--- src/logic/nc_pkg.sv ---
// Shared widths, formats, operation codes, status flags and canonical NaNs
package nc_pkg;

  // ----------------------------------------
  // Datapath dimensions
  // ----------------------------------------
  localparam int unsigned WIDTH         = 32;
  localparam int unsigned NUM_LANES     = 2;
  localparam int unsigned NUM_OPERANDS  = 2;  // Operand A at index 0, B at index 1
  localparam int unsigned FP16_W        = 16;
  localparam int unsigned NUM_PIPE_REGS = 2;
  localparam int unsigned TAG_W         = 4;

  // Exponent and mantissa field widths
  localparam int unsigned EXP32_W = 8;
  localparam int unsigned MAN32_W = 23;
  localparam int unsigned EXP16_W = 5;
  localparam int unsigned MAN16_W = 10;

  // ----------------------------------------
  // Formats and operations
  // ----------------------------------------
  typedef enum logic {
    FMT_FP32 = 1'b0,
    FMT_FP16 = 1'b1
  } fmt_e;

  typedef enum logic [2:0] {
    OP_SGNJ  = 3'd0,  // Sign taken from B
    OP_SGNJN = 3'd1,  // Negated sign of B
    OP_SGNJX = 3'd2,  // Sign of A xor sign of B
    OP_MIN   = 3'd3,
    OP_MAX   = 3'd4
  } op_e;

  // IEEE 754 exception flags, only nv can fire in this group
  typedef struct packed {
    logic nv;  // Invalid operation
    logic dz;  // Divide by zero
    logic of;  // Overflow
    logic uf;  // Underflow
    logic nx;  // Inexact
  } status_t;

  // Canonical quiet NaNs
  localparam logic [WIDTH-1:0]  QNAN_FP32 = 32'h7fc0_0000;
  localparam logic [FP16_W-1:0] QNAN_FP16 = 16'h7e00;

endpackage
--- src/logic/nc_slice.sv ---
// Top level of the two-lane FP non-computational slice with valid/ready handshake
module nc_slice (
  input  logic                                                clk_i,
  input  logic                                                rst_n_i,
  input  logic [nc_pkg::NUM_OPERANDS-1:0][nc_pkg::WIDTH-1:0] operands_i,
  input  nc_pkg::op_e                                         op_i,
  input  nc_pkg::fmt_e                                        fmt_i,
  input  logic                                                vectorial_op_i,
  input  logic [nc_pkg::TAG_W-1:0]                            tag_i,
  input  logic                                                in_valid_i,
  output logic                                                in_ready_o,
  input  logic                                                flush_i,
  output logic [nc_pkg::WIDTH-1:0]                            result_o,
  output nc_pkg::status_t                                     status_o,
  output logic [nc_pkg::TAG_W-1:0]                            tag_o,
  output logic                                                out_valid_o,
  input  logic                                                out_ready_i,
  output logic                                                busy_o
);

  import nc_pkg::*;

  logic                            advance;       // Whole pipeline moves one step
  logic [NUM_LANES-1:0][WIDTH-1:0] lane_a;
  logic [NUM_LANES-1:0][WIDTH-1:0] lane_b;
  logic [NUM_LANES-1:0]            lane_in_valid;
  logic [NUM_LANES-1:0][WIDTH-1:0] lane_result;
  status_t [NUM_LANES-1:0]         lane_status;
  logic [NUM_LANES-1:0]            lane_valid;
  logic [NUM_LANES-1:0]            lane_busy;
  logic [NUM_LANES-1:0]            lane_vector;
  logic [TAG_W-1:0]                lane_tag [NUM_LANES];  // Only lane 0 is read
  fmt_e                            lane_fmt [NUM_LANES];

  // ----------------------------------------
  // Handshake
  // ----------------------------------------
  assign advance    = ~lane_valid[0] | out_ready_i;  // Last stage empty or drained
  assign in_ready_o = advance;

  nc_lane_split split_inst (
    .operands_i     (operands_i),
    .fmt_i          (fmt_i),
    .vectorial_op_i (vectorial_op_i),
    .in_valid_i     (in_valid_i),
    .lane_a_o       (lane_a),
    .lane_b_o       (lane_b),
    .lane_valid_o   (lane_in_valid)
  );

  // Lane 0 handles FP32 too, lane 1 only the upper FP16 element
  for (genvar l = 0; l < NUM_LANES; l++) begin : gen_lanes
    nc_lane #(
      .HasFp32 (l == 0)
    ) lane_inst (
      .clk_i     (clk_i),
      .rst_n_i   (rst_n_i),
      .a_i       (lane_a[l]),
      .b_i       (lane_b[l]),
      .op_i      (op_i),
      .fmt_i     (fmt_i),
      .tag_i     (tag_i),
      .vector_i  (vectorial_op_i),
      .valid_i   (lane_in_valid[l]),
      .advance_i (advance),
      .flush_i   (flush_i),
      .result_o  (lane_result[l]),
      .status_o  (lane_status[l]),
      .tag_o     (lane_tag[l]),
      .fmt_o     (lane_fmt[l]),
      .vector_o  (lane_vector[l]),
      .valid_o   (lane_valid[l]),
      .busy_o    (lane_busy[l])
    );
  end

  nc_result_pack pack_inst (
    .lane0_result_i (lane_result[0]),
    .lane1_result_i (lane_result[1]),
    .lane_valid_i   (lane_valid),
    .lane0_status_i (lane_status[0]),
    .lane1_status_i (lane_status[1]),
    .fmt_i          (lane_fmt[0]),
    .vector_i       (lane_vector[0]),
    .result_o       (result_o),
    .status_o       (status_o)
  );

  // ----------------------------------------
  // Output side
  // ----------------------------------------
  assign out_valid_o = lane_valid[0];  // Master lane
  assign tag_o       = lane_tag[0];
  assign busy_o      = |lane_busy;

endmodule

--- src/logic/nc_result_pack.sv ---
// Output stage packing lane results by format with NaN-boxing and status collapse
module nc_result_pack (
  input  logic [nc_pkg::WIDTH-1:0]     lane0_result_i,
  input  logic [nc_pkg::WIDTH-1:0]     lane1_result_i,
  input  logic [nc_pkg::NUM_LANES-1:0] lane_valid_i,
  input  nc_pkg::status_t              lane0_status_i,
  input  nc_pkg::status_t              lane1_status_i,
  input  nc_pkg::fmt_e                 fmt_i,
  input  logic                         vector_i,
  output logic [nc_pkg::WIDTH-1:0]     result_o,
  output nc_pkg::status_t              status_o
);

  import nc_pkg::*;

  localparam int unsigned BOX_W = WIDTH - FP16_W;

  // ----------------------------------------
  // Result packing
  // ----------------------------------------
  always_comb begin : pack_result
    if (fmt_i == FMT_FP32) begin
      result_o = lane0_result_i;  // Whole word from the master lane
    end else if (vector_i) begin
      result_o = {lane1_result_i[FP16_W-1:0], lane0_result_i[FP16_W-1:0]};
    end else begin
      // Scalar FP16 is NaN-boxed
      result_o = {{BOX_W{1'b1}}, lane0_result_i[FP16_W-1:0]};
    end
  end

  // ----------------------------------------
  // Status collapse
  // ----------------------------------------
  always_comb begin : collapse_status
    status_o = '0;
    if (lane_valid_i[0]) status_o = status_o | lane0_status_i;
    if (lane_valid_i[1]) status_o = status_o | lane1_status_i;  // Idle lane adds nothing
  end

endmodule

--- src/logic/nc_lane.sv ---
// Single FP lane with sign injection, min/max datapath and output pipeline
module nc_lane #(
  parameter bit HasFp32 = 1'b1
) (
  input  logic                     clk_i,
  input  logic                     rst_n_i,
  input  logic [nc_pkg::WIDTH-1:0] a_i,
  input  logic [nc_pkg::WIDTH-1:0] b_i,
  input  nc_pkg::op_e              op_i,
  input  nc_pkg::fmt_e             fmt_i,
  input  logic [nc_pkg::TAG_W-1:0] tag_i,
  input  logic                     vector_i,
  input  logic                     valid_i,
  input  logic                     advance_i,
  input  logic                     flush_i,
  output logic [nc_pkg::WIDTH-1:0] result_o,
  output nc_pkg::status_t          status_o,
  output logic [nc_pkg::TAG_W-1:0] tag_o,
  output nc_pkg::fmt_e             fmt_o,
  output logic                     vector_o,
  output logic                     valid_o,
  output logic                     busy_o
);

  import nc_pkg::*;

  localparam int unsigned BOX_W = WIDTH - FP16_W;

  // ----------------------------------------
  // Field decoding helpers
  // ----------------------------------------
  function automatic logic is_nan(input logic [WIDTH-1:0] v, input logic half);
    if (half) return (&v[FP16_W-2 -: EXP16_W]) && (|v[MAN16_W-1:0]);
    return (&v[WIDTH-2 -: EXP32_W]) && (|v[MAN32_W-1:0]);
  endfunction

  // Quiet bit clear marks a signaling NaN
  function automatic logic is_snan(input logic [WIDTH-1:0] v, input logic half);
    if (half) return is_nan(v, half) && !v[MAN16_W-1];
    return is_nan(v, half) && !v[MAN32_W-1];
  endfunction

  function automatic logic [WIDTH-2:0] magnitude(input logic [WIDTH-1:0] v, input logic half);
    logic [WIDTH-2:0] m;
    m = '0;
    if (half) m[FP16_W-2:0] = v[FP16_W-2:0];
    else m = v[WIDTH-2:0];
    return m;
  endfunction

  logic             half;              // Operate on FP16 fields
  logic             sign_a, sign_b;
  logic             nan_a, nan_b;
  logic             snan_a, snan_b;
  logic [WIDTH-2:0] mag_a, mag_b;
  logic             a_lt_b;            // Total order, -0 below +0
  logic             sign_res;
  logic [WIDTH-1:0] box_a, box_b;      // Operands NaN-boxed for FP16
  logic [WIDTH-1:0] qnan;
  logic [WIDTH-1:0] op_res;
  status_t          op_status;

  // Pipeline stages, index 0 is the combinational input
  logic [WIDTH-1:0] res_pipe    [0:NUM_PIPE_REGS];
  status_t          status_pipe [0:NUM_PIPE_REGS];
  logic [TAG_W-1:0] tag_pipe    [0:NUM_PIPE_REGS];
  fmt_e             fmt_pipe    [0:NUM_PIPE_REGS];
  logic             vector_pipe [0:NUM_PIPE_REGS];
  logic             valid_pipe  [0:NUM_PIPE_REGS];

  assign half = (fmt_i == FMT_FP16) || !HasFp32;  // Upper lane is FP16 only

  // ----------------------------------------
  // Operation datapath
  // ----------------------------------------
  always_comb begin : datapath
    sign_a = half ? a_i[FP16_W-1] : a_i[WIDTH-1];
    sign_b = half ? b_i[FP16_W-1] : b_i[WIDTH-1];
    nan_a  = is_nan(a_i, half);
    nan_b  = is_nan(b_i, half);
    snan_a = is_snan(a_i, half);
    snan_b = is_snan(b_i, half);
    mag_a  = magnitude(a_i, half);
    mag_b  = magnitude(b_i, half);

    if (sign_a != sign_b) a_lt_b = sign_a;  // Negative side is smaller
    else if (sign_a) a_lt_b = mag_a > mag_b;
    else a_lt_b = mag_a < mag_b;

    box_a = half ? {{BOX_W{1'b1}}, a_i[FP16_W-1:0]} : a_i;
    box_b = half ? {{BOX_W{1'b1}}, b_i[FP16_W-1:0]} : b_i;
    qnan  = half ? {{BOX_W{1'b1}}, QNAN_FP16} : QNAN_FP32;

    case (op_i)
      OP_SGNJ:  sign_res = sign_b;
      OP_SGNJN: sign_res = ~sign_b;
      OP_SGNJX: sign_res = sign_a ^ sign_b;
      default:  sign_res = sign_a;
    endcase

    op_status = '0;
    case (op_i)
      OP_MIN, OP_MAX: begin
        op_status.nv = snan_a | snan_b;
        if (nan_a && nan_b) op_res = qnan;
        else if (nan_a) op_res = box_b;   // Non-NaN operand wins
        else if (nan_b) op_res = box_a;
        else if ((op_i == OP_MIN) == a_lt_b) op_res = box_a;
        else op_res = box_b;
      end
      default: begin
        if (half) op_res = {{BOX_W{1'b1}}, sign_res, a_i[FP16_W-2:0]};
        else op_res = {sign_res, a_i[WIDTH-2:0]};
      end
    endcase
  end

  // ----------------------------------------
  // Output pipeline
  // ----------------------------------------
  assign res_pipe[0]    = op_res;
  assign status_pipe[0] = op_status;
  assign tag_pipe[0]    = tag_i;
  assign fmt_pipe[0]    = fmt_i;
  assign vector_pipe[0] = vector_i;
  assign valid_pipe[0]  = valid_i;

  for (genvar i = 0; i < NUM_PIPE_REGS; i++) begin : gen_pipe
    always_ff @(posedge clk_i) begin : valid_reg
      if (!rst_n_i || flush_i) begin
        valid_pipe[i+1] <= 1'b0;
      end else if (advance_i) begin
        valid_pipe[i+1] <= valid_pipe[i];
      end
    end

    always_ff @(posedge clk_i) begin : data_reg
      if (advance_i) begin
        res_pipe[i+1]    <= res_pipe[i];
        status_pipe[i+1] <= status_pipe[i];
        tag_pipe[i+1]    <= tag_pipe[i];
        fmt_pipe[i+1]    <= fmt_pipe[i];
        vector_pipe[i+1] <= vector_pipe[i];
      end
    end
  end

  assign result_o = res_pipe[NUM_PIPE_REGS];
  assign status_o = status_pipe[NUM_PIPE_REGS];
  assign tag_o    = tag_pipe[NUM_PIPE_REGS];
  assign fmt_o    = fmt_pipe[NUM_PIPE_REGS];
  assign vector_o = vector_pipe[NUM_PIPE_REGS];
  assign valid_o  = valid_pipe[NUM_PIPE_REGS];

  // Any stage holding an item
  always_comb begin : busy_or
    busy_o = 1'b0;
    for (int i = 1; i <= NUM_PIPE_REGS; i++) begin
      busy_o |= valid_pipe[i];
    end
  end

endmodule

--- src/logic/nc_lane_split.sv ---
// Input stage slicing operands into per-lane words and gating lane valids
module nc_lane_split (
  input  logic [nc_pkg::NUM_OPERANDS-1:0][nc_pkg::WIDTH-1:0] operands_i,
  input  nc_pkg::fmt_e                                        fmt_i,
  input  logic                                                vectorial_op_i,
  input  logic                                                in_valid_i,
  output logic [nc_pkg::NUM_LANES-1:0][nc_pkg::WIDTH-1:0]    lane_a_o,
  output logic [nc_pkg::NUM_LANES-1:0][nc_pkg::WIDTH-1:0]    lane_b_o,
  output logic [nc_pkg::NUM_LANES-1:0]                        lane_valid_o
);

  import nc_pkg::*;

  logic vector_fp16;  // Both lanes carry FP16 elements

  assign vector_fp16 = (fmt_i == FMT_FP16) && vectorial_op_i;

  // ----------------------------------------
  // Operand slicing
  // ----------------------------------------
  // Lane 0 sees the full words and picks its field by format.
  // Lane 1 only ever works on the upper FP16 element
  always_comb begin : slice_operands
    lane_a_o[0] = operands_i[0];
    lane_b_o[0] = operands_i[1];
    lane_a_o[1] = operands_i[0] >> FP16_W;  // Upper half moved down
    lane_b_o[1] = operands_i[1] >> FP16_W;
  end

  // ----------------------------------------
  // Lane valids
  // ----------------------------------------
  assign lane_valid_o[0] = in_valid_i;                // Master lane always runs
  assign lane_valid_o[1] = in_valid_i & vector_fp16;  // Only for FP16 vectors

endmodule

--- config.mk ---
export PLATFORM = sky130hd
export DESIGN_NAME = nc_slice
export DESIGN_NICKNAME = d
export VERILOG_FILES = /design/src/logic/nc_pkg.sv /design/src/logic/nc_slice.sv /design/src/logic/nc_result_pack.sv /design/src/logic/nc_lane.sv /design/src/logic/nc_lane_split.sv
export SDC_FILE = /design/constraint.sdc
export NUM_CORES = 1
export LEC_CHECK = 0
export ABC_AREA = 1
export BUFFER_PORTS_ARGS = -buffer_cell sky130_fd_sc_hd__buf_2
export CAP_MARGIN = 20
export CORE_MARGIN = 10
export CORE_UTILIZATION = 57
export CTS_CLUSTER_DIAMETER = 30
export DETAILED_ROUTE_END_ITERATION = 8
export PLACE_DENSITY = 0.87
export SYNTH_ARGS = -nofsm -noshare
export SYNTH_HDL_FRONTEND = slang
export SYNTH_SLANG_ARGS = --single-unit
export TNS_END_PERCENT = 5
--- constraint.sdc ---
create_clock -name clk_i -period 3.9 [get_ports clk_i]
set_input_delay 0.585 -clock clk_i [delete_from_list [all_inputs] [get_ports clk_i]]
set_output_delay 0.585 -clock clk_i [all_outputs]
set_load 0.005 [all_outputs]
Yosys cells after proc, flatten, opt, wreduce, memory -nomap -nowiden
Cells that the tools add are included.
Word-level totals
  bits in registers: 116
  bits of input ports: 78
  output and inout port bits: 44
  logic and storage cells: 127
Operators by class
  magnitude comparators: 4
  equal/unequal tests: 8
  muxes and demuxes: 47
  bitwise logic cells: 12
  reduce and logical (&&, ||, !) cells: 38
Operators by type and width (count)
  32-bit 2-to-1 mux: 11
  16-bit 2-to-1 mux: 7
  23-bit OR reduction: 2
  10-bit OR reduction: 4
  31-bit > comparator: 1
  31-bit < comparator: 1
  1-bit 2-to-1 mux: 25
  5-bit AND reduction: 4
  8-bit AND reduction: 2
  15-bit > comparator: 1
  1-bit logical AND: 15
  15-bit < comparator: 1
  5-bit 2-to-1 mux: 2
  1-bit logical NOT: 7
  3-bit by 2-bit equality test with 1-bit output, second input constant: 2
  1-bit case mux with 3 select lines: 2
  1-bit OR: 5
  5-bit OR: 1
  2-bit OR reduction: 2
  3-bit by 1-bit equality test with 1-bit output, second input constant: 1
  3-bit equality test, second input constant: 1
  3-bit logical NOT: 1
  1-bit NOT: 3
  1-bit equality test: 2
  other kinds (4): 6

Logic depth before layout (Yosys ltp)
Gate-level depths: netlist (run 1).
  word-level depth: 10
  depth in mapped cells: 25
  gate-level depth less buffers: 21

By module
From an unflattened synthesis (run 1), not the netlist that was laid out.
Second synthesis, totals
  cell total of the unflattened synthesis: 1171
  area total of the unflattened synthesis: 9609.2 um^2
By module, submodules not included
  nc_lane at gen_lanes[0].lane_inst: instances 1, cells each 621, area each 5143.7 um^2, sequential area each 2382.3 um^2
  nc_lane at gen_lanes[1].lane_inst: instances 1, cells each 295, area each 2922.8 um^2, sequential area each 1421.4 um^2
  nc_lane_split: instances 1, cells each 133, area each 985.9 um^2, sequential area each 0.0 um^2
  nc_result_pack: instances 1, cells each 117, area each 538.0 um^2, sequential area each 0.0 um^2
  nc_slice: instances 1, cells each 5, area each 18.8 um^2, sequential area each 0.0 um^2

Worst setup path before layout (run 1)
Ideal clock, no wire load.
  kind: input -> register
  start: input fmt_i
  end: register gen_lanes[0].lane_inst.res_pipe[62] (netlist bit) (data pin)
  library setup time: 0.256 ns
  arrival: 3.234 ns
  data required time: 3.644 ns
  path slack: 0.410 ns
  stages on the path: 23
  buffers on the path: 4
  path through: inv_1 clkbuf_1 clkbuf_1 buf_1 nand2_1 ha_1 nand2_2 nor2_2 and2_2 nand2_2 nor2_2 nand2_1 nand2_1 nand2_1 nand2_1 nand2_1 nand2_2 nand3_4 nand2_4 buf_6 nand3_1 nand3_1 nand2_1
On the way
  longest elaborated chain between the ends: 10
  elaborated cells between the ends (all ways): 22
  those cells by class: 2 x order compare; 2 x eq/ne; 17 x mux; 1 x reduce/logical
RTL lines
  start: declaration: RTL line nc_slice.sv:7  | input nc_pkg::fmt_e fmt_i,
  16-bit 2-to-1 mux: RTL line nc_lane.sv:46  | if (half) m[FP16_W-2:0] = v[FP16_W-2:0];
  31-bit < comparator or 31-bit > comparator (tied branches): RTL line nc_lane.sv:88, nc_lane.sv:87
  1-bit 2-to-1 mux: RTL line nc_lane.sv:87  | else if (sign_a) a_lt_b = mag_a > mag_b;
  1-bit 2-to-1 mux: RTL line nc_lane.sv:86  | if (sign_a != sign_b) a_lt_b = sign_a;
  1-bit equality test: RTL line nc_lane.sv:108  | else if ((op_i == OP_MIN) == a_lt_b) op_res = box_a;
  32-bit 2-to-1 mux: RTL line nc_lane.sv:108
  32-bit 2-to-1 mux: RTL line nc_lane.sv:107  | else if (nan_b) op_res = box_a;
  32-bit 2-to-1 mux: RTL line nc_lane.sv:106  | else if (nan_a) op_res = box_b;
  32-bit 2-to-1 mux: RTL line nc_lane.sv:105  | if (nan_a && nan_b) op_res = qnan;
  32-bit 2-to-1 mux *: RTL line nc_lane.sv:102  | case (op_i)
  named net gen_lanes[0].lane_inst.op_res[30]: RTL line nc_lane.sv:60  | logic [WIDTH-1:0] op_res;
  end signal: indexed assignment: RTL line nc_lane.sv:139  | res_pipe[i+1] <= res_pipe[i];
  end: declaration: RTL line nc_lane.sv:64  | logic [WIDTH-1:0] res_pipe [0:NUM_PIPE_REGS];
The timed path passes the listed nets; every way through them passes the cells marked *.
A chain may end at the register's enable or synchronous reset.

Worst setup path in the final report (run 1)
  start: input fmt_i
  end: register gen_lanes[0].lane_inst.res_pipe[57] (netlist bit) (data pin)
Same word-level chain as after synthesis.

==> results of run 1 <==
[worst min path at each step]
stage | cells past startpoint | to | slack, ns
floorplan | 0 | gen_lanes[0].lane_inst.fmt_o | 0.40
global placement | 0 | gen_lanes[0].lane_inst.tag_o[1] | 0.40
detailed placement | 0 | gen_lanes[0].lane_inst.result_o[20] | 0.40
CTS | 1 | gen_lanes[0].lane_inst.tag_pipe[7] | 0.31
global route | 1 | gen_lanes[0].lane_inst.tag_pipe[7] | 0.31
finish | 1 | gen_lanes[0].lane_inst.tag_pipe[7] | 0.33
[worst max-delay path, cell delays in order]
cell	delay, ns
buf_2	0.11
buf_4	0.41
nor2_1	0.12
ha_1	0.33
nand2_2	0.08
nor2_2	0.11
and2_2	0.16
nand2_2	0.07
nor2_2	0.08
nand2_1	0.06
nand2_1	0.07
nand2_1	0.05
nand2_1	0.10
nand2_1	0.08
nand2_2	0.07
nand3_4	0.15
nand2_4	0.41
nand3_1	0.15
nand3_1	0.10
nand2_1	0.06
[area by class of cell]
class | count | area share [%]
Multi-Input combinational cell | 546 | 36.6
Clock inverter | 14 | 1.56
Timing Repair Buffer | 125 | 8.12
Clock buffer | 18 | 5.19
Tap cell | 168 | 2.54
Inverter | 94 | 4.30
Sequential cell | 116 | 41.7
[report_power, final]
part           switching (mW)  internal (mW)  total (mW)
clock                   0.582          0.877        1.46
combinational           0.389          0.229       0.618
sequential             0.0439           1.55        1.59
[layout by cell type, fill, tap and decap left out, types with 4 or more instances in the layout]
master and count:
nor2_2 5, o21ai_0 26, inv_2 14, o21ai_1 7, dfxtp_1 4, nand3_1 53
nor2_1 95, buf_2 117, ha_1 46, clkbuf_16 17, o22a_1 16, a21oi_2 18
edfxtp_1 112, nand4_1 14, o22ai_1 9, a21oi_1 34, nand2_2 11, clkinv_4 4
conb_1 4, inv_1 78, nand2_1 168, or2_2 5, nor3_1 10, buf_4 6
[cells by family after synthesis]
group,share of synthesized area [%]
flops,48.2
xor+xnor,0.123
buf+inv,9.65
other cells,0.0525
simple gates,23.2
compound gates,10.7
fa+ha+maj,8.05
[per-layer routing]
metal,wire length [um],up-vias
met4,317,0
li1,-,2907
met3,1700,28
met2,8730,292
met1,7350,2735
met5,0,-
[synth_stat cells (2+ instances only)]
cell	instances	area (um2)
dfxtp_1	4	80.1
nor2_2	5	31.3
edfxtp_1	112	3360
inv_2	14	52.6
a21oi_1	34	170
nor4_2	3	37.5
buf_2	5	25.0
o22ai_1	9	56.3
nand2_2	11	68.8
buf_6	6	67.6
a21o_1	2	15.0
nand3_1	53	265
clkbuf_1	12	45.0
nor3_1	10	50.1
o21ai_0	26	130
or2_2	5	31.3
nor2_1	95	357
o21ai_1	7	35.0
nor4_1	3	18.8
ha_1	46	576
nand2_1	168	631
a21oi_2	18	158
a311oi_1	2	17.5
buf_1	3	11.3
inv_1	79	297
buf_4	25	188
nand4_1	14	87.6
o22a_1	16	140
a31oi_1	2	12.5
[sequential cells by signal, indices dropped and copies added, names as in the netlist]
name	flops
gen_lanes.lane_inst.res_pipe	48
gen_lanes.lane_inst.result_o	48
gen_lanes.lane_inst.tag_o	4
gen_lanes.lane_inst.tag_pipe	4
gen_lanes.lane_inst.status_o	2
gen_lanes.lane_inst.status_pipe	2
gen_lanes.lane_inst.valid_o	2
gen_lanes.lane_inst.valid_pipe	2
gen_lanes.lane_inst.fmt_o	1
gen_lanes.lane_inst.fmt_pipe	1
gen_lanes.lane_inst.vector_o	1
gen_lanes.lane_inst.vector_pipe	1
==> impl_metrics.toml, run 1 <==
[floorplan]
initial_core_util_pct = 58.8
coreArea_mm2 = 0.0122
boundaryPins = 122
fp.dieW_um = 132
die_h_um = 132
dieArea_mm2 = 0.0174
rows = 40

[power]
totalPowerFinal_mw = 3.67
p_leak_nw = 3.77
powerDensity_mw_per_mm2 = 444
ir_worst_vdd_v = 0.000230

[logic_synthesis]
synthCells = 804
synth_ff_type = "edfxtp_1"
ys_ff_latch = 116
synth_edf_count = 112
syn_area_mm2 = 0.00715
async_flop_share_pct = 0
synthDistinctLibCells = 44
yosysWarnings = 0
avgSynthCellArea_um2 = 8.89
ys_seq_area_share_pct = 48.2

[setup_path]
r2r-start = "gen_lanes[0].lane_inst.valid_o"
path_max_fanout = 43
crit_required_ns = 4.08
r2r_cells = 4
startpoint_type = "primary input"
path_class = "primary input to register"
endpoint_kind = "register"
r2r-end = "gen_lanes[0].lane_inst.res_pipe[33]"
cp-startpoint = "fmt_i"
rrSetupSlack_ns = 2.17
endpoint = "gen_lanes[0].lane_inst.res_pipe[57]"
arrival_ns = 3.39

[clock_tree]
ctsRootBufferMaster = "clkbuf_16"
clockBufferDepth = 2
clk_latency_ns = 0.43
cts-buffers-inserted = 17
cts_tree = "done"
h-tree-depth = 4
post_cts_resized = 0
clkSlewWorstSetupHoldPaths_ns = 0.06
cts_setup_buffers = 0
cts_hold_buf = 0
clock_sinks = 116

[global_route]
grt_max_degree = 71
track_usage_pct = 20.8
grt_pass1_wl_mm = 29.4
gr-total-overflow = 0
grt-busiest-layer = "met2"
antenna_found_initial = 0
use_met3_pct = 6.33
grt_pass1_vias = 5873
met2_usage_pct = 34.0
met1_usage_pct = 25.1

[sta]
rsz0062_at_grt = "no"
setup-violations-final = 0
fmax_mhz = 312
hold_viol = 0
clock_skew_ns = 0.00661
fin_hold_ws_ns = 0.329
relSlewSlack_pct = 41.5
layout_min_cycle_time_ns = 3.21
tightest_slew_ns = 0.874
fin_ws_ns = 0.690
slew_viol_final = 0
finalCritPeriodShare_pct = 82.3
fin_setup_tns_ns = 0

[hold_path]
min_from = "tag_i[3]"
hold_class = "primary input to register"

[place]
dp_hpwl_mm = 13.1
post-place-ws_ns = 0.319
placedCellCount = 1049
gp_congestion = 0.957
port-buffer-count = 117
place_area_mm2 = 0.00770

[layout]
nets = 1024
seq_area_mm2 = 0.00344
areaGrowthSynthToFinish_pct = 15.6
fin_util_pct = 67.9
multiInputGateArea_mm2 = 0.00303
antennaDiodeCount = 0
fin_cells = 1081
design_area_mm2 = 0.00826
nFillCells = 1010
layout-drive-gt1-share_pct = 24.1

[drt]
via_per_inst = 5.52
vias = 5962
wl_per_cell_um = 16.7
wl_mm = 18.1
drt_iter0_markers = 612
drc = 0
firstDrtPassIters = 5
antenna_left = 0

[outcome]
status = "finished, final reports clean"

[job]
cap_violations = 0
Note: power is estimated with default switching activity, not from simulation.
==> inputs of run 2 (changes only) <==
--- a/config.mk
+++ b/config.mk
@@ -9,10 +9,10 @@
 export BUFFER_PORTS_ARGS = -buffer_cell sky130_fd_sc_hd__buf_2
 export CAP_MARGIN = 20
 export CORE_MARGIN = 10
-export CORE_UTILIZATION = 57
+export CORE_UTILIZATION = 52
 export CTS_CLUSTER_DIAMETER = 30
 export DETAILED_ROUTE_END_ITERATION = 8
-export PLACE_DENSITY = 0.87
+export PLACE_DENSITY = 0.84
 export SYNTH_ARGS = -nofsm -noshare
 export SYNTH_HDL_FRONTEND = slang
 export SYNTH_SLANG_ARGS = --single-unit
==> constraint.sdc (replaced) <==
create_clock -name clk_i -period 2.8 [get_ports clk_i]
set_input_delay 0.42 -clock clk_i [delete_from_list [all_inputs] [get_ports clk_i]]
set_output_delay 0.42 -clock clk_i [all_outputs]
set_load 0.005 [all_outputs]
==> impl_metrics.toml, run 2 (synthesized netlist as in run 1, its figures left out) <==
[power]
p_leak_nw = 4.06
powerDensity_mw_per_mm2 = 632
comb_power_share_pct = 17.5
seqPwrFrac_pct = 39.9
switching_share_pct = 26.6
clkPwrFrac_pct = 42.6
ir_worst_vdd_v = 0.000406
p_switching_mw = 1.48
p_int_mw = 4.07

[floorplan]
dieArea_mm2 = 0.0188
die_h_um = 137
boundaryPins = 122
initial_core_util_pct = 53.5
coreArea_mm2 = 0.0133
rows = 42
fp.dieW_um = 137

[clock_tree]
clkSlewWorstSetupHoldPaths_ns = 0.06
clockBufferDepth = 2
cts_tree = "done"
ctsRootBufferMaster = "clkbuf_16"
cts_setup_buffers = 0
clock_sinks = 116
post_cts_resized = 0
cts_hold_buf = 0
h-tree-depth = 4
cts-buffers-inserted = 17
clk_latency_ns = 0.41

[global_route]
grt_pass1_vias = 5992
grt_max_degree = 69
track_usage_pct = 20.2
grt_pass1_wl_mm = 29.9
gr-total-overflow = 0
antenna_found_initial = 0

[setup_path]
arrival_ns = 2.68
crit_required_ns = 2.95
path_class = "primary input to register"
r2r_cells = 4
rrSetupSlack_ns = 0.97
startpoint_type = "primary input"
r2r-start = "gen_lanes[0].lane_inst.valid_o"
r2r-end = "gen_lanes[0].lane_inst.result_o[6]"
path_max_fanout = 25
endpoint_kind = "register"

[sta]
fin_ws_ns = 0.267
clock_skew_ns = 0.00462
setup-violations-final = 0
relSlewSlack_pct = 45.1
fin_hold_ws_ns = 0.181
tightest_slew_ns = 0.824
fmax_mhz = 395
hold_viol = 0
rsz0062_at_grt = "no"
layout_min_cycle_time_ns = 2.53
finalCritPeriodShare_pct = 90.5
slew_viol_final = 0
fin_setup_tns_ns = 0

[hold_path]
hold_depth = 1
hold_class = "primary input to register"
hold_end = "gen_lanes[0].lane_inst.tag_pipe[7]"
min_from = "tag_i[3]"

[place]
port-buffer-count = 117
post-place-ws_ns = -0.108
dp_hpwl_mm = 14.4
place_area_mm2 = 0.00814
placedCellCount = 1107
gp_congestion = 0.935

[drt]
via_per_inst = 5.36
drt_iter0_markers = 712
firstDrtPassIters = 6
antenna_left = 0
wl_mm = 18.9
drc = 0
vias = 6107
wl_per_cell_um = 16.6

[layout]
final_cell_mix = "nand2_1 (167), buf_2 (117), edfxtp_1 (112), nor2_1 (94), inv_1 (77)"
nets = 1074
areaGrowthSynthToFinish_pct = 22.9
mostFrequentLayoutCell = "nand2_1"
design_area_mm2 = 0.00878
layout-drive-gt1-share_pct = 28.6
antennaDiodeCount = 0
fin_cells = 1139

[job]
cap_violations = 0

[outcome]
status = "finished, final reports clean"
## run 2: worst max-delay path by stage
| stage | startpoint | endpoint | depth (start not counted) |
|---|---|---|---|
| 2_1_floorplan | out_ready_i | gen_lanes[0].lane_inst.fmt_o | 2 |
| 3_3_place_gp | fmt_i | gen_lanes[0].lane_inst.res_pipe[42] | 22 |
| 3_5_place_dp | fmt_i | gen_lanes[0].lane_inst.res_pipe[57] | 22 |
| 4_1_cts | fmt_i | gen_lanes[0].lane_inst.res_pipe[57] | 22 |
| 5_1_grt | fmt_i | gen_lanes[0].lane_inst.res_pipe[57] | 22 |
| 6_report | fmt_i | gen_lanes[0].lane_inst.res_pipe[57] | 22 |
## run 2: area by class of cell
cell class,count,area (um2)
clock inverters,15,219
clock buffers,17,425
flip-flops and latches,116,3440
well taps,176,220
fillers,1081,4570
multi-input cells,546,3040
repair buffers,175,1070
inverters,94,360
## run 2: metrics by stage
step / power (mW) / util, %
after floorplan: 2.86 / -
after global placement: 3.18 / 61.0
after detailed placement: 3.20 / 61.0
after CTS: 5.58 / 65.8
after global routing: 5.78 / 65.8
final: 5.55 / 65.8
## run 2: worst max-delay path, stage by stage
cell and delay, ns:
buf_2 0.13, clkinvlp_4 0.08, buf_12 0.15, nand2_1 0.07, ha_1 0.29, nand2_2 0.06, nor2_2 0.11, and2_2 0.16
nand2_2 0.06, nor2_2 0.08, nand2_1 0.05, nand2_1 0.07, nand2_1 0.06, nand2_1 0.08, nand2_1 0.07, nand2_2 0.08
nand3_4 0.09, nand2_4 0.13, buf_12 0.17, nand3_1 0.08, nand3_1 0.10, nand2_1 0.08
## run 2: metal layers
layer  global-route usage [%]  vias up  wire length, um
li1                         -     3009                -
met3                     7.28       34             1940
met5                        0        -                0
met4                     6.62        0              353
met2                     32.2      254             8880
met1                     24.9     2810             7770
## run 2: power groups by stage
| stage | logic (mW) | clock network [mW] | registers, mW |
|---|---|---|---|
| final | 0.971 | 2.36 | 2.21 |
| after detailed placement | 0.956 | 0 | 2.25 |
| after floorplan | 0.638 | 0 | 2.22 |
| after global routing | 1.08 | 2.47 | 2.23 |
| after CTS | 0.968 | 2.40 | 2.21 |
| after global placement | 0.937 | 0 | 2.24 |
